<file path="config.mk">
export PLATFORM = sky130hd
export DESIGN_NAME = icache_lru
export DESIGN_NICKNAME = d
export VERILOG_FILES = /design/src/icache_pkg.sv /design/src/icache_lru.sv
export SDC_FILE = /design/constraint.sdc
export NUM_CORES = 1
export LEC_CHECK = 0
export ABC_AREA = 1
export BUFFER_PORTS_ARGS = -buffer_cell sky130_fd_sc_hd__buf_2
export CAP_MARGIN = 20
export CORE_ASPECT_RATIO = 1.5
export CORE_MARGIN = 8
export CORE_UTILIZATION = 30
export DETAILED_ROUTE_END_ITERATION = 7
export SYNTH_ARGS = -nofsm -noshare
export SYNTH_HDL_FRONTEND = slang
export SYNTH_SLANG_ARGS = --single-unit
export TNS_END_PERCENT = 100
</file>
<file path="constraint.sdc">
create_clock -name clk_i -period 4.3 [get_ports clk_i]
set_input_delay 0.645 -clock clk_i [delete_from_list [all_inputs] [get_ports clk_i]]
set_output_delay 0.645 -clock clk_i [all_outputs]
set_load 0.02 [all_outputs]
</file>
<file path="src/icache_pkg.sv">
// widths, fill packet encoding and pipeline structs for the instruction cache
// every cache module pulls these in with a wildcard import
package icache_pkg;

  localparam int ADDR_W      = 32;
  localparam int WAYS        = 4;
  localparam int SETS        = 64;
  localparam int WORD_W      = 64;
  localparam int INSTR_W     = 32;
  localparam int BLOCK_WORDS = 4;

  // address fields, low to high: byte offset, word offset, index, tag
  localparam int BYTE_OFF_W  = $clog2(WORD_W / 8);
  localparam int WORD_OFF_W  = $clog2(BLOCK_WORDS);
  localparam int BLOCK_OFF_W = BYTE_OFF_W + WORD_OFF_W;
  localparam int INDEX_W     = $clog2(SETS);
  localparam int TAG_W       = ADDR_W - INDEX_W - BLOCK_OFF_W;
  localparam int WAY_W       = $clog2(WAYS);

  // tree pseudo-LRU, one bit per internal node
  localparam int LRU_W       = WAYS - 1;

  localparam int FILL_PAYLOAD_W = WORD_OFF_W + WORD_W;

  typedef enum logic [1:0] {
    fill_set_tag    = 2'd0,
    fill_write_data = 2'd1,
    fill_invalidate = 2'd2
  } fill_op_e;

  typedef struct packed {
    logic [FILL_PAYLOAD_W-TAG_W-2:0] spare;
    logic                            valid;
    logic [TAG_W-1:0]                tag;
  } fill_tag_t;

  typedef struct packed {
    logic [WORD_OFF_W-1:0] word_off;
    logic [WORD_W-1:0]     data;
  } fill_data_t;

  // meaning of the payload depends on the opcode
  typedef union packed {
    fill_tag_t  tag;
    fill_data_t data;
  } fill_payload_u;

  typedef struct packed {
    fill_op_e             op;
    logic [INDEX_W-1:0]   index;
    logic [WAY_W-1:0]     way;
    fill_payload_u        payload;
  } fill_pkt_t;

  typedef struct packed {
    logic [ADDR_W-1:0] addr;
    logic [WAY_W-1:0]  way;
  } miss_req_t;

  // stage one to stage two, data already at the requested word offset
  typedef struct packed {
    logic [ADDR_W-1:0]            addr;
    logic [WAYS-1:0][TAG_W-1:0]   tags;
    logic [WAYS-1:0]              valid;
    logic [WAYS-1:0][WORD_W-1:0]  data;
  } lookup_t;

endpackage

</file>
<file path="src/icache_lru.sv">
// tree pseudo-LRU state per set and replacement way choice
// an invalid way is always preferred over the tree's pick
`timescale 1ns/1ps

module icache_lru import icache_pkg::*; (
  input  logic               clk_i,
  input  logic               reset_i,

  input  logic               hit_v_i,
  input  logic [WAY_W-1:0]   hit_way_i,
  input  logic [INDEX_W-1:0] index_i,
  input  logic [WAYS-1:0]    valid_i,

  output logic [WAY_W-1:0]   victim_way_o
);

  // bit 0 root, bit 1 ways 0/1, bit 2 ways 2/3, 0 points low
  logic [SETS-1:0][LRU_W-1:0] lru_r;
  logic [LRU_W-1:0]           tree;
  logic                       inv_any;
  logic [WAY_W-1:0]           inv_way;
  logic [WAY_W-1:0]           lru_way;

  always_comb begin
    tree    = lru_r[index_i];
    inv_any = 1'b0;
    inv_way = '0;
    for (int w = WAYS - 1; w >= 0; w--) begin
      if (!valid_i[w]) begin
        inv_any = 1'b1;
        inv_way = WAY_W'(w);
      end
    end
    lru_way      = tree[0] ? {1'b1, tree[2]} : {1'b0, tree[1]};
    victim_way_o = inv_any ? inv_way : lru_way;
  end

  // point the path away from the way just used
  always_ff @(posedge clk_i) begin
    if (reset_i) begin
      lru_r <= '0;
    end else if (hit_v_i) begin
      lru_r[index_i][0] <= ~hit_way_i[1];
      if (hit_way_i[1]) begin
        lru_r[index_i][2] <= ~hit_way_i[0];
      end else begin
        lru_r[index_i][1] <= ~hit_way_i[0];
      end
    end
  end

endmodule

</file>
## Yosys cells after proc, flatten, opt, wreduce, memory -nomap -nowiden

Cells that the tools add are included.

| word-level totals | value |
|---|---|
| flip-flop bits (word level) | 192 |
| bits in latches | 0 |
| memory bits (writable) | 0 |
| ROM bits | 0 |
| bits of input ports | 15 |
| word-level logic and storage cells | 91 |
| memories | 0 |

| operators by class | value |
|---|---|
| add/sub/neg operators | 0 |
| $mul | 0 |
| divide/modulo/power cells | 0 |
| magnitude comparators | 2 |
| equality and inequality tests | 0 |
| shifts and indexed selects | 0 |
| multiplexer cells | 22 |
| bitwise gates (word level) | 2 |
| reduce and logical (&&, ||, !) cells | 1 |

Operators by type and width:

| operator | number |
|---|---|
| $bwmux W192 | 3 |
| $mux W192 | 1 |
| $demux W3 S6 | 3 |
| $bmux W3 S6 | 1 |
| $mux W2 | 7 |
| $lt A6 B7 Y1 const B | 1 |
| $ge A6 B1 Y1 const B | 1 |
| $mux W3 | 2 |
| $mux W1 | 5 |
| $not A1 Y1 | 2 |
| $logic_and A1 B1 Y1 | 1 |

## Logic depth before layout (Yosys ltp)

| logic depth | value |
|---|---|
| depth in word-level cells | 7 |
| mapped depth | 18 |

## Worst setup path before layout

OpenSTA, ideal clock, no wires.

| path | value |
|---|---|
| kind | input -> output |
| start | input port index_i[0] |
| end | output port victim_way_o[1] |
| arrival time | 2047 ps |
| path slack | 1608 ps |
| stages on the path | 15 |
| path buffers | 2 |
| cell sequence | buf_4 -> inv_2 -> clkbuf_1 -> nand2_1 -> nand2_1 -> nand2_1 -> nand2_1 -> nand2_1 -> nand2_1 -> nand2_1 -> nand2_1 -> inv_1 -> nand2_1 -> nor2_1 -> a31oi_1 |

| on the way | value |
|---|---|
| cells in the longest elaborated chain, start to end | 4 |

RTL lines:

| item | line | RTL |
|---|---|---|
| start, declared | icache_lru.sv:11 | `input logic [INDEX_W-1:0] index_i,` |
| $bmux W3 S6 | icache_lru.sv:25 | `tree = lru_r[index_i];` |
| $mux W3 (not written as such) | icache_lru.sv:25 |  |
| $mux W2 | icache_lru.sv:34 | `lru_way = tree[0] ? {1'b1, tree[2]} : {1'b0, tree[1]};` |
| $mux W2 | icache_lru.sv:35 | `victim_way_o = inv_any ? inv_way : lru_way;` |
| end, declared | icache_lru.sv:14 | `output logic [WAY_W-1:0] victim_way_o` |

Every way passes these cells. The select of a mux whose other input is x is not followed.

## Final worst setup path

| path | value |
|---|---|
| start | input port index_i[2] |
| end | output port victim_way_o[0] |

Same word-level chain as after synthesis.

==> flow_summary.yaml <==
sta:
  rsz0062_at_grt: "false"
  min_period_ns: 3.40
  worstMarginPinSlew_ns: 0.990
  setup_tns_ns: 0
  max_freq_ghz: 0.294
  finalClockSkew_ns: 0
  fin_crit_sh: 0.791
  slew_headroom: 0.336
  maxSlewViolCount: 0
  hold_viol_final: 0
  setup_violations: 0
pwr:
  pwr-share-clk: 0.442
  switching_share: 0.244
  vdd_drop_max_mv: 0.300
  power.density_mw_per_mm2: 344
  p_leak_nw: 4.18
  pwr-share-seq: 0.489
  p_switching_w: 0.000895
  pwr-share-comb: 0.070
  intPower_w: 0.00277
clock_network:
  cts_buffer_depth: 2
  post-cts-setup-buffers: 0
  root_buffer: "clkbuf_16"
  ctsHoldBuffers: 0
  cts_sinks: 192
  cts.clk_slew.worst_paths_ns: 0.07
  cts_max_level: 4
  cts_inserted_buffers: 17
  post_cts_resized: 0
  clk_latency_ns: 0.45
  cts_tree: "built"
layout:
  largest_reg_flops: 192
  n_antenna_cell: 0
  drive_gt1_frac: 0.0885
  regMostFlops: "lru_r"
  reg_top3: "lru_r: 192 flops"
  fin_nets: 1496
  final_cells: 1902
  syn2layout_area_growth_pct: 9.75
  fill_cells: 3469
place:
  placedCellCount: 1872
  dp_hpwl_mm: 18.3
  globalplace.congestion: 0.849
  port_buffers: 16
synthesis:
  synth.distinct_cells: 26
  synthCells: 1524
  avgSynthCellArea_um2: 6.38
  yosys_warnings: 0
  synth_area_mm2: 0.00972
  ys_seq_area_frac: 0.396
  ys_ff_latch: 192
  syn_nets: 1539
grt:
  overflow: 0
  antenna_found_initial: 1
  grt_max_degree: 119
  grt_pass1_vias: 8761
  grt_usage: 0.150
  grt_pass1_wl_mm: 46.3
run:
  drv_cap: 0
setup_path:
  crit_type: "input pin to output pin"
  r2r_cells: 2
  critPathMaxFanout: 24
  worstPathRequired_ns: 3.65
  endpoint_kind: "output pin"
  r2r-end: "lru_r[133]"
  critPathArrivalTime_ns: 2.76
  r2r_start: "lru_r[133]"
  cp-start-kind: "input pin"
  ff2ff_setup_slack_ns: 3.56
floorplanning:
  fp.dieW_um: 163
  dieArea_mm2: 0.0385
  initial_core_util: 0.305
  fp-row-count: 80
  die-height_um: 236
  core_mm2: 0.0318
  io_pins: 17
run_status:
  status: "completed"
route:
  drt_iter0_drc: 615
  vias: 9212
  vias_per_cell: 4.84
  remaining_drc_errors: 0
  drt-wirelength-per-cell_um: 14.9
  dr.pass1.iters: 5
  ant_nets: 0
  routed_wl_mm: 28.3
hold_path:
  min_from: "lru_r[119]"
  hold_class: "flip-flop to flip-flop"
  min_delay_path_depth: 2
  holdPathEnd: "lru_r[119]"
==> per-stage QoR <==
stage	total power [W]	worst slack (ns)	hold slack, ns	cell area, um^2	util
5_1_grt	0.00379	0.613	0.458	10700	0.335
4_1_cts	0.00370	0.892	0.449	10700	0.335
2_1_floorplan	0.00200	1.61	0.421	9720	-
3_3_place_gp	0.00209	0.886	0.434	10100	0.317
6_report	0.00366	0.898	0.447	10700	0.335
3_5_place_dp	0.00209	0.904	0.436	10100	0.317
==> power groups by stage <==
stage | Sequential [W] | Clock (W) | Combinational (W)
3_3_place_gp | 0.00183 | 0 | 0.000256
6_report | 0.00179 | 0.00162 | 0.000256
5_1_grt | 0.00179 | 0.00172 | 0.000277
4_1_cts | 0.00179 | 0.00165 | 0.000256
2_1_floorplan | 0.00183 | 0 | 0.000169
3_5_place_dp | 0.00183 | 0 | 0.000256
==> critical path, stage by stage <==
cell and delay [ns]:
buf_2 0.44, inv_2 0.32, nor2_2 0.32, nand3_1 0.14, o21ai_0 0.10, nor2_1 0.06
nor2_1 0.09, nor2_1 0.05, nand2_1 0.10, nor2_1 0.07, nand2_1 0.07, nand3_1 0.10
nand2_1 0.07, buf_2 0.16
==> metal layers <==
metal	wire length (um)	global-route usage	vias up	share of wire
met1	12300	0.182	4233	0.43
li1	-	-	4754	-
met3	1200	0.0288	39	0.042
met2	14100	0.258	184	0.50
met5	13	0	-	0.00046
met4	686	0.0569	2	0.024
==> cell usage after synthesis <==
| cell | n | area share |
|---|---|---|
| nor2_1 | 296 | 0.11 |
| nor3_1 | 42 | 0.022 |
| dfxtp_1 | 192 | 0.40 |
| nand2_1 | 517 | 0.20 |
| a21oi_1 | 35 | 0.018 |
| a31o_2 | 1 | 0.00090 |
| nor2_2 | 22 | 0.014 |
| buf_4 | 1 | 0.00077 |
| inv_2 | 44 | 0.017 |
| a211oi_1 | 122 | 0.094 |
| o21ai_0 | 35 | 0.018 |
| inv_1 | 78 | 0.030 |
| a311oi_1 | 6 | 0.0054 |
| nor3_2 | 3 | 0.0031 |
| buf_6 | 3 | 0.0035 |
| a31oi_1 | 1 | 0.00064 |
| buf_1 | 11 | 0.0042 |
| or2_2 | 2 | 0.0013 |
| clkbuf_1 | 65 | 0.025 |
| o211ai_1 | 10 | 0.0077 |
| nand3_2 | 1 | 0.0010 |
| clkinv_1 | 7 | 0.0027 |
| nor2_4 | 1 | 0.0012 |
| nand3_1 | 14 | 0.0072 |
| nor3_4 | 4 | 0.0067 |
| buf_2 | 11 | 0.0057 |
==> layout by cell type, fill, tap and decap left out, types with 7 or more instances in the layout <==
cell type	count
nor2_2	22
buf_2	14
a211oi_1	122
inv_1	78
nand2_1	517
inv_2	44
buf_4	10
nor2_1	296
dfxtp_1	192
nor3_1	42
a21oi_1	35
nand3_1	14
o211ai_1	10
clkbuf_16	17
o21ai_0	35
clkinv_1	7
==> final cells by class <==
class	instances	area (um^2)	area share
clock buffer	24	472	0.0442
clock inverter	6	108	0.0101
inverter	129	484	0.0454
multi-input combinational	1112	5010	0.470
sequential	192	3840	0.360
tap	410	513	0.0481
timing repair buffer	29	236	0.0222
==> cells by family after synthesis <==
logic type,Yosys count,synth area share
AND/OR/NAND/NOR,902,0.370
flip-flops,192,0.396
AO/OA/AOI/OAI,210,0.145
buffers and inverters,220,0.0891
==> worst max-delay path by stage <==
stage	from	end	slack (ns)	cells past startpoint
after floorplan	index_i[0]	victim_way_o[1]	1.61	15
after detailed placement	index_i[2]	victim_way_o[0]	0.90	14
after global routing	index_i[2]	victim_way_o[0]	0.61	14
after global placement	index_i[2]	victim_way_o[0]	0.89	14
final	index_i[2]	victim_way_o[0]	0.90	14
after CTS	index_i[2]	victim_way_o[0]	0.89	14
Power figures use the tool's default switching activity.
