<file path="config.mk">
export PLATFORM = sky130hd
export DESIGN_NAME = icache_hit_select
export DESIGN_NICKNAME = d
export VERILOG_FILES = /design/src/icache_pkg.sv /design/src/icache_hit_select.sv
export SDC_FILE = /design/constraint.sdc
export NUM_CORES = 1
export LEC_CHECK = 0
export BUFFER_PORTS_ARGS = -buffer_cell sky130_fd_sc_hd__buf_2
export CELL_PAD_IN_SITES_DETAIL_PLACEMENT = 1
export CELL_PAD_IN_SITES_GLOBAL_PLACEMENT = 2
export CORE_MARGIN = 3
export CORE_UTILIZATION = 35
export DETAILED_ROUTE_END_ITERATION = 8
export PLACE_DENSITY_LB_ADDON = 0.12
export SETUP_SLACK_MARGIN = 0.1
export SLEW_MARGIN = 20
export SYNTH_ARGS = -nofsm -noshare
export SYNTH_HDL_FRONTEND = slang
export SYNTH_SLANG_ARGS = --single-unit
</file>
<file path="constraint.sdc">
create_clock -name clk_i -period 23 [get_ports clk_i]
set_clock_uncertainty 0.2 [all_clocks]
set_input_delay 1.15 -clock clk_i [delete_from_list [all_inputs] [get_ports clk_i]]
set_output_delay 1.15 -clock clk_i [all_outputs]
set_load 0.1 [all_outputs]
</file>
<file path="src/icache_pkg.sv">
// widths, fill packet encoding and pipeline structs for the instruction cache
// every cache module pulls these in with a wildcard import
package icache_pkg;

  localparam int ADDR_W      = 32;
  localparam int WAYS        = 4;
  localparam int SETS        = 64;
  localparam int WORD_W      = 64;
  localparam int INSTR_W     = 32;
  localparam int BLOCK_WORDS = 4;

  // address fields, low to high: byte offset, word offset, index, tag
  localparam int BYTE_OFF_W  = $clog2(WORD_W / 8);
  localparam int WORD_OFF_W  = $clog2(BLOCK_WORDS);
  localparam int BLOCK_OFF_W = BYTE_OFF_W + WORD_OFF_W;
  localparam int INDEX_W     = $clog2(SETS);
  localparam int TAG_W       = ADDR_W - INDEX_W - BLOCK_OFF_W;
  localparam int WAY_W       = $clog2(WAYS);

  // tree pseudo-LRU, one bit per internal node
  localparam int LRU_W       = WAYS - 1;

  localparam int FILL_PAYLOAD_W = WORD_OFF_W + WORD_W;

  typedef enum logic [1:0] {
    fill_set_tag    = 2'd0,
    fill_write_data = 2'd1,
    fill_invalidate = 2'd2
  } fill_op_e;

  typedef struct packed {
    logic [FILL_PAYLOAD_W-TAG_W-2:0] spare;
    logic                            valid;
    logic [TAG_W-1:0]                tag;
  } fill_tag_t;

  typedef struct packed {
    logic [WORD_OFF_W-1:0] word_off;
    logic [WORD_W-1:0]     data;
  } fill_data_t;

  // meaning of the payload depends on the opcode
  typedef union packed {
    fill_tag_t  tag;
    fill_data_t data;
  } fill_payload_u;

  typedef struct packed {
    fill_op_e             op;
    logic [INDEX_W-1:0]   index;
    logic [WAY_W-1:0]     way;
    fill_payload_u        payload;
  } fill_pkt_t;

  typedef struct packed {
    logic [ADDR_W-1:0] addr;
    logic [WAY_W-1:0]  way;
  } miss_req_t;

  // stage one to stage two, data already at the requested word offset
  typedef struct packed {
    logic [ADDR_W-1:0]            addr;
    logic [WAYS-1:0][TAG_W-1:0]   tags;
    logic [WAYS-1:0]              valid;
    logic [WAYS-1:0][WORD_W-1:0]  data;
  } lookup_t;

endpackage

</file>
<file path="src/icache_hit_select.sv">
// second cache stage: tag compare, way and half select, miss detection
// a missing item stays here until its request is taken, squashing stage one
`timescale 1ns/1ps

module icache_hit_select import icache_pkg::*; (
  input  logic               clk_i,
  input  logic               reset_i,

  input  logic               lookup_v_i,
  input  lookup_t            lookup_i,
  input  logic               miss_req_ready_i,
  input  logic [WAY_W-1:0]   victim_way_i,

  output logic               stall_o,
  output logic               instr_v_o,
  output logic [INSTR_W-1:0] instr_o,
  output logic               hit_v_o,
  output logic [WAY_W-1:0]   hit_way_o,
  output logic [INDEX_W-1:0] hit_index_o,
  output logic               miss_v_o,
  output miss_req_t          miss_req_o,
  output logic [WAYS-1:0]    valid_o
);

  logic                 s2_v_r;
  lookup_t              s2_r;
  logic [TAG_W-1:0]     s2_tag;
  logic [WAYS-1:0]      hit_vec;
  logic                 hit_any;
  logic [WAY_W-1:0]     hit_way;
  logic [WORD_W-1:0]    hit_word;

  assign s2_tag = s2_r.addr[ADDR_W-1 -: TAG_W];

  always_comb begin
    hit_way = '0;
    for (int w = 0; w < WAYS; w++) begin
      hit_vec[w] = s2_r.valid[w] & (s2_r.tags[w] == s2_tag);
    end
    // lowest hitting way wins
    for (int w = WAYS - 1; w >= 0; w--) begin
      if (hit_vec[w]) begin
        hit_way = WAY_W'(w);
      end
    end
  end

  assign hit_any  = |hit_vec;
  assign hit_word = s2_r.data[hit_way];

  assign hit_v_o     = s2_v_r & hit_any;
  assign hit_way_o   = hit_way;
  assign hit_index_o = s2_r.addr[BLOCK_OFF_W +: INDEX_W];
  assign valid_o     = s2_r.valid;

  assign instr_v_o = hit_v_o;
  assign instr_o   = s2_r.addr[BYTE_OFF_W-1] ? hit_word[INSTR_W +: INSTR_W]
                                             : hit_word[INSTR_W-1:0];

  assign miss_v_o        = s2_v_r & ~hit_any;
  assign miss_req_o.addr = {s2_r.addr[ADDR_W-1:BLOCK_OFF_W], BLOCK_OFF_W'(0)};
  assign miss_req_o.way  = victim_way_i;

  // no new fetch while a miss sits here or the requester is busy
  assign stall_o = miss_v_o | ~miss_req_ready_i;

  always_ff @(posedge clk_i) begin
    if (reset_i) begin
      s2_v_r <= 1'b0;
    end else if (miss_v_o) begin
      // hold until handshake, stage one item is dropped
      s2_v_r <= ~miss_req_ready_i;
    end else begin
      s2_v_r <= lookup_v_i;
    end
  end

  always_ff @(posedge clk_i) begin
    if (!miss_v_o) begin
      s2_r <= lookup_i;
    end
  end

  // fills never leave two copies of one block in a set
  assert property (@(posedge clk_i) disable iff (reset_i)
    s2_v_r |-> $onehot0(hit_vec))
    else $error("more than one way hit");

endmodule

</file>
After elaboration in Yosys (flattened, before gate mapping)
Cells that the tools add are included.
{"block": "op_classes", "bitwise": 9, "magnitude_cmp": 1, "muxes": 8, "n_eq_ne": 4, "reduce_logical": 1}
{"operator": "$bmux W64 S2", "n": 1}
{"operator": "$eq A21 B21 Y1", "n": 4}
{"operator": "$mux W64", "n": 1}
{"operator": "$mux W32", "n": 1}
{"operator": "$mux W2", "n": 4}
{"operator": "$and A1 B1 Y1", "n": 6}
{"operator": "$reduce_or A4 Y1", "n": 1}
{"operator": "$lt A2 B3 Y1 const B", "n": 1}
{"operator": "$not A1 Y1", "n": 2}
{"operator": "$mux W1", "n": 1}
{"operator": "$or A1 B1 Y1", "n": 1}
{"block": "word_totals", "ff_bits": 377, "word_cells": 34, "input_bits": 382, "output_inout_bits": 82}

Longest topological paths before layout
Gate-level depths: netlist (run 1).
{"block": "depth", "depth_word": 9, "ltp_mapped": 10, "mapped_depth_nobuf": 8}

Least setup slack after synthesis (run 1)
No wires, ideal clock.
{"block": "synth_path", "path_kind": "reg2out", "startpoint": "register s2_r (netlist bit miss_req_o[17])", "endpoint": "output port stall_o", "stages_incl_launch_ff": 8, "path_buffers": 0, "required_ps": 21650, "path_slack_ps": 3561, "t_arrival_ps": 18089, "cell_sequence": "edfxtp_1 xor2_1 nor4_1 and3_1 and3_1 nor2_1 nand4_1 nand2_1"}
{"block": "synth_between", "elab_chain_cells": 6, "elab_cells_between_ends": 12, "cone_classes": "4 x eq/ne; 7 x bitwise; 1 x reduce/logical"}
{"element": "start: declaration", "line_no": "icache_hit_select.sv:26", "rtl": "lookup_t s2_r;"}
{"element": "start signal: assignment", "line_no": "icache_hit_select.sv:80", "rtl": "s2_r <= lookup_i;"}
{"element": "$eq A21 B21 Y1", "line_no": "icache_hit_select.sv:38", "rtl": "hit_vec[w] = s2_r.valid[w] & (s2_r.tags[w] == s2_tag);"}
{"element": "$and A1 B1 Y1", "line_no": "icache_hit_select.sv:38"}
{"element": "$reduce_or A4 Y1 *", "line_no": "icache_hit_select.sv:48", "rtl": "assign hit_any = |hit_vec;"}
{"element": "$not A1 Y1 *", "line_no": "icache_hit_select.sv:60", "rtl": "assign miss_v_o = s2_v_r & ~hit_any;"}
{"element": "$and A1 B1 Y1 *", "line_no": "icache_hit_select.sv:60"}
{"element": "$or A1 B1 Y1 *", "line_no": "icache_hit_select.sv:65", "rtl": "assign stall_o = miss_v_o | ~miss_req_ready_i;"}
{"element": "end: declaration", "line_no": "icache_hit_select.sv:14", "rtl": "output logic stall_o,"}
Every way passes the cells marked *; elsewhere a longest branch is shown, timed or not.

Worst setup path after layout (run 1)
{"block": "layout_path", "startpoint": "register s2_r (netlist bit miss_req_o[32])", "endpoint": "output port instr_o[17]"}
{"block": "layout_between", "elab_chain_cells": 9, "elab_cells_between_ends": 15, "cone_classes": "4 x eq/ne; 7 x mux; 4 x bitwise"}
{"element": "$eq A21 B21 Y1", "line_no": "icache_hit_select.sv:38"}
{"element": "$and A1 B1 Y1", "line_no": "icache_hit_select.sv:38"}
{"element": "$mux W2 (3 in a row)", "line_no": "icache_hit_select.sv:42", "rtl": "if (hit_vec[w]) begin"}
{"element": "$mux W2 *", "line_no": "icache_hit_select.sv:42"}
{"element": "$bmux W64 S2 *", "line_no": "icache_hit_select.sv:49", "rtl": "assign hit_word = s2_r.data[hit_way];"}
{"element": "$mux W64 (implied by the code) *", "line_no": "icache_hit_select.sv:49"}
{"element": "$mux W32 *", "line_no": "icache_hit_select.sv:57", "rtl": "assign instr_o = s2_r.addr[BYTE_OFF_W-1] ? hit_word[INSTR_W +: INSTR_W]"}
{"element": "end: declaration", "line_no": "icache_hit_select.sv:16", "rtl": "output logic [INSTR_W-1:0] instr_o,"}
Every way passes the cells marked *; elsewhere a longest branch is shown, timed or not. The select of a mux whose other input is x is not followed.

==> flow_summary.json, run 1 <==
{
  "startpoint": "miss_req_o[32]",
  "status": "finished, final reports clean",
  "clk_path_buf_depth": 3,
  "min_period_ns": 6.18,
  "grt_usage": 0.179,
  "syn-cell-area_mm2": 0.0147,
  "cp.arrival_ns": 4.83,
  "clock-sinks": 373,
  "setup_viol": 0,
  "post_cts_buffers": 0,
  "combPwrFrac": 0.118,
  "switching_share": 0.257,
  "io_buffers": 450,
  "finalCritPeriodShare": 0.268,
  "worst_pin_slew_ns": 1.06,
  "ir_drop_v": 0.0000602,
  "max_freq_mhz": 162,
  "power_density_mw_per_mm2": 89.5,
  "netlist_instances": 808,
  "final_area_mm2": 0.0185,
  "synth_cell_types": 28,
  "yosys.area.top_type": "edfxtp_1",
  "cts_tree": "yes",
  "postRouteAntennaNets": 0,
  "path_clk_slew_ns": 0.06,
  "cts_root_buf": "clkbuf_16",
  "numCtsBuffers": 44,
  "finalWeightedCongestion": 0.754,
  "dieArea_mm2": 0.0444,
  "num_vias": 8551,
  "grt_pass1_wl_um": 58700,
  "grt_max_degree": 174,
  "start_util": 0.357,
  "clock_power_share": 0.381,
  "antenna_found_initial": 32,
  "ys_ff_latch": 373,
  "hp-class": "in -> reg",
  "worst_setup_path_end_kind": "output port",
  "grt-ovfl-total": 0,
  "clock_latency_ns": 0.56,
  "synth_top_area_share": 0.761,
  "yosys_warnings": 0,
  "critPathKind": "reg -> out",
  "die_h_um": 211,
  "ctsHtreeMaxLevel": 2,
  "core_mm2": 0.0411,
  "cp_max_fo": 51,
  "worstPathCellList": "xor2_1 > nor4_1 > and3_1 > a211oi_2 > o21ai_4 > buf_4 > buf_4 > mux2i_1 > o22ai_1 > or2_1 > buf_2",
  "drt-total-wl_um": 40600,
  "cp.required_ns": 21.65,
  "p_int_mw": 1.23,
  "drv_slew": 0,
  "maxCapViolations": 0,
  "ios": 464,
  "ys_seq_area_frac": 0.763,
  "syn_avg_cell_area_um2": 18.2,
  "worstHoldStart": "reset_i",
  "leakage_nw": 8.14,
  "p_sw_uw": 426,
  "syn_to_final_growth_pct": 26.2,
  "row_count": 74,
  "p_seq_frac": 0.501,
  "die_w_um": 211,
  "synth_area_leaders": "edfxtp_1 (76%), mux2i_1 (8.8%), xor2_1 (2.9%), o22ai_1 (2.7%), buf_4 (2.7%)",
  "crit_top_cell": "buf_4",
  "r2r_start": "miss_req_o[28]",
  "async_reset_ff_frac": 0,
  "hold_viol": 0,
  "p_total_mw": 1.66,
  "post-dp-hpwl_um": 28900,
  "synth_common_cells": "edfxtp_1 (372), mux2i_1 (129), o22ai_1 (64)",
  "drive_gt1_frac": 0.408,
  "relSlewSlack": 0.292,
  "rsz0062_at_grt": "false",
  "ys.flop_type": "edfxtp_1",
  "worst_setup_path_start_kind": "register",
  "synth_edf_count": 372,
  "drt_pass1_iterations": 6,
  "critical-path-max-stage-delay_ns": 0.85,
  "wl_per_cell_um": 22.3,
  "layout.nets": 1626,
  "slowest_stage": "buf_4",
  "routed_via_density": 4.70,
  "yosys.cell_count.top_type": "edfxtp_1",
  "first_global_vias": 9316,
  "tns_ns": 0,
  "drc_errors": 0,
  "placed_cell_area_mm2": 0.0172,
  "postCtsHoldBufs": 0,
  "first_iter_violations": 474,
  "cts.repair.resized": 0
}
per-stage QoR:
stage	cells	utilization	hold WS, ns	setup WS [ns]
after floorplan	812	-	1.02	3.56
after global placement	1730	0.418	0.766	17.33
after detailed placement	1730	0.418	0.769	17.26
after CTS	1808	0.450	0.509	16.63
after global routing	1817	0.450	0.518	16.47
final	1819	0.450	0.554	16.82
path summary, 6_finish.rpt:
kind	end	slack [ns]	depth (start not counted)
worst max register to register	s2_r[237]	18.52	8
worst min-delay path	s2_v_r	0.55	2
worst min register to register	s2_r[282]	0.77	2
worst max-delay path	instr_o[17]	16.82	11
state kept, by name (all words and copies together) (netlist names):
signal and count:
miss_req_o 21, s2_v_r 1, hit_index_o 6, s2_r 341
valid_o 4
kinds of logic after synthesis:
logic type | count (synthesis) | synth area share
mux | 129 | 0.0880
compound gates | 69 | 0.0311
buf+inv | 76 | 0.0363
xor+xnor | 84 | 0.0501
other cells | 1 | 0.000256
simple gates | 76 | 0.0316
flops | 373 | 0.763
area by class of cell:
class                   count  area [µm²]
clock inverters            21         120
flip-flops and latches    373       11200
multi-input cells         363        2990
repair buffers            458        2330
inverters                   4        15.0
diodes                     11        27.5
fillers                  4174       22600
well taps                 532         666
clock buffers              57        1170
critical path: cells and delay by family, from the launching register on:
family                    cells  cell delay, ns
xor gates and xnor gates      1            0.22
muxes                         1            0.27
DFF                           1            0.53
AOI/OAI and AO/OA             3            0.45
buffers and inverters         3            1.76
and+or+nand+nor               3            0.97
cell usage in the layout, fill, tap and decap left out, drive strengths merged:
cell / n
buf: 458
edfxtp: 372
mux2i: 129
o22ai: 64
clkbuf: 57
xor2: 48
xnor2: 36
or2: 34
clkinv: 18
nor4: 13
diode: 11
nand4: 11
nor2: 7
inv: 6
conb: 5
nand2: 4
nand3: 3
and3: 3
a211oi: 2
or2b: 1
o21ai: 1
o2111ai: 1
a31oi: 1
bufinv: 1
dfxtp: 1
power groups by stage:
stage	clock network (mW)	logic [mW]	registers, mW
after detailed placement	0	0.197	0.846
after global placement	0	0.195	0.843
after floorplan	0	0.147	0.862
after global routing	0.687	0.208	0.837
final	0.632	0.195	0.831
after CTS	0.655	0.198	0.832
layer usage:
metal  vias up  wire length (µm)  global-route usage
met5         -               271                   0
met4        40               937              0.0630
met3       102              3710              0.0723
met2       292             20200               0.298
met1      4140             15400               0.211
li1       3977                 -                   -
(Power assumes the default switching activity.)
==> run 2, diff against run 1 <==
clock period = 6.4 ns   (was 23 ns; I/O delays follow)
==> flow_summary.json, run 2 <==
{
  "status": "did not finish",
  "stop_stage": "clock tree synthesis (4_1_cts)",
  "stop_error": "[ERROR RSZ-0060] Max buffer count reached.",
  "ys_ff_latch": 373,
  "synth_common_cells": "edfxtp_1 (372), mux2i_1 (129), o22ai_1 (64)",
  "cts_root_buf": "clkbuf_16",
  "yosys.area.top_type": "edfxtp_1",
  "post-dp-hpwl_um": 28800,
  "synth_top_area_share": 0.761,
  "netlist_instances": 808,
  "ys.flop_type": "edfxtp_1",
  "clock-sinks": 373,
  "clk_path_buf_depth": 3,
  "ios": 464,
  "cts.repair.resized": 0,
  "numCtsBuffers": 42,
  "die_w_um": 211,
  "synth_area_leaders": "edfxtp_1 (76%), mux2i_1 (8.8%), xor2_1 (2.9%), o22ai_1 (2.7%), buf_4 (2.7%)",
  "async_reset_ff_frac": 0,
  "post_cts_buffers": 0,
  "io_buffers": 450,
  "yosys_warnings": 0,
  "syn-cell-area_mm2": 0.0147,
  "finalWeightedCongestion": 0.753,
  "start_util": 0.357,
  "postCtsHoldBufs": 362,
  "row_count": 74,
  "synth_cell_types": 28,
  "synth_edf_count": 372,
  "ctsHtreeMaxLevel": 2,
  "die_h_um": 211,
  "yosys.cell_count.top_type": "edfxtp_1",
  "post-place-cells": 1731,
  "syn_avg_cell_area_um2": 18.2,
  "ys_seq_area_frac": 0.763
}
==> run 2: logic make-up after synthesis <==
| family | count (synthesis) | synth area share |
|---|---|---|
| flops | 373 | 0.763 |
| other cells | 1 | 0.000256 |
| simple gates | 76 | 0.0316 |
| buf+inv | 76 | 0.0363 |
| compound gates | 69 | 0.0311 |
| xor+xnor | 84 | 0.0501 |
| mux | 129 | 0.0880 |
==> run 2: metrics by stage <==
step	worst slack, ns	area (µm²)
2_1_floorplan	-12.10	14700
3_3_place_gp	2.04	17200
3_5_place_dp	2.02	17200
==> run 3, diff against run 2 <==
CELL_PAD_IN_SITES_DETAIL_PLACEMENT = default   (was 1)
CELL_PAD_IN_SITES_GLOBAL_PLACEMENT = default   (was 2)
CORE_UTILIZATION = 40   (was 35)
PLACE_DENSITY_LB_ADDON = 0.15   (was 0.12)
SETUP_SLACK_MARGIN = default   (was 0.1)
==> flow_summary.json, run 3 <==
{
  "die_h_um": 198,
  "start_util": 0.410,
  "synth_top_area_share": 0.761,
  "finalWeightedCongestion": 0.786,
  "synth_area_leaders": "edfxtp_1 (76%), mux2i_1 (8.8%), xor2_1 (2.9%), o22ai_1 (2.7%), buf_4 (2.7%)",
  "cts_root_buf": "clkbuf_16",
  "yosys_warnings": 0,
  "ios": 464,
  "status": "did not finish",
  "io_buffers": 450,
  "stop_error": "[ERROR RSZ-0060] Max buffer count reached.",
  "stop_stage": "clock tree synthesis (4_1_cts)",
  "yosys.area.top_type": "edfxtp_1",
  "synth_edf_count": 372,
  "post-dp-hpwl_um": 25100,
  "numCtsBuffers": 42,
  "clk_path_buf_depth": 3,
  "ys_seq_area_frac": 0.763,
  "ys_ff_latch": 373,
  "ys.flop_type": "edfxtp_1",
  "pre_cts_ws_ns": 1.88,
  "post_cts_buffers": 0,
  "synth_cell_types": 28,
  "cts.repair.resized": 0,
  "clock-sinks": 373,
  "syn_avg_cell_area_um2": 18.2,
  "synth_common_cells": "edfxtp_1 (372), mux2i_1 (129), o22ai_1 (64)",
  "syn-cell-area_mm2": 0.0147,
  "async_reset_ff_frac": 0,
  "postCtsHoldBufs": 347,
  "die_w_um": 198,
  "yosys.cell_count.top_type": "edfxtp_1",
  "netlist_instances": 808,
  "row_count": 69,
  "ctsHtreeMaxLevel": 2
}
## run 3: cell counts after synthesis
No cell type changed its count.
## run 3: metrics by stage
step	TNS, ns	utilization	instances	cell area, µm²	hold slack, ns
detailed placement	0	0.478	1658	17100	0.298
floorplan	-3540.82	-	812	14700	0.192
global placement	0	0.478	1658	17100	0.297
## run 3: cells by family after synthesis
group           after synthesis  share of synthesized area
compound gates               69                     0.0311
xor+xnor                     84                     0.0501
buf+inv                      76                     0.0363
flops                       373                      0.763
mux                         129                     0.0880
other cells                   1                   0.000256
simple gates                 76                     0.0316
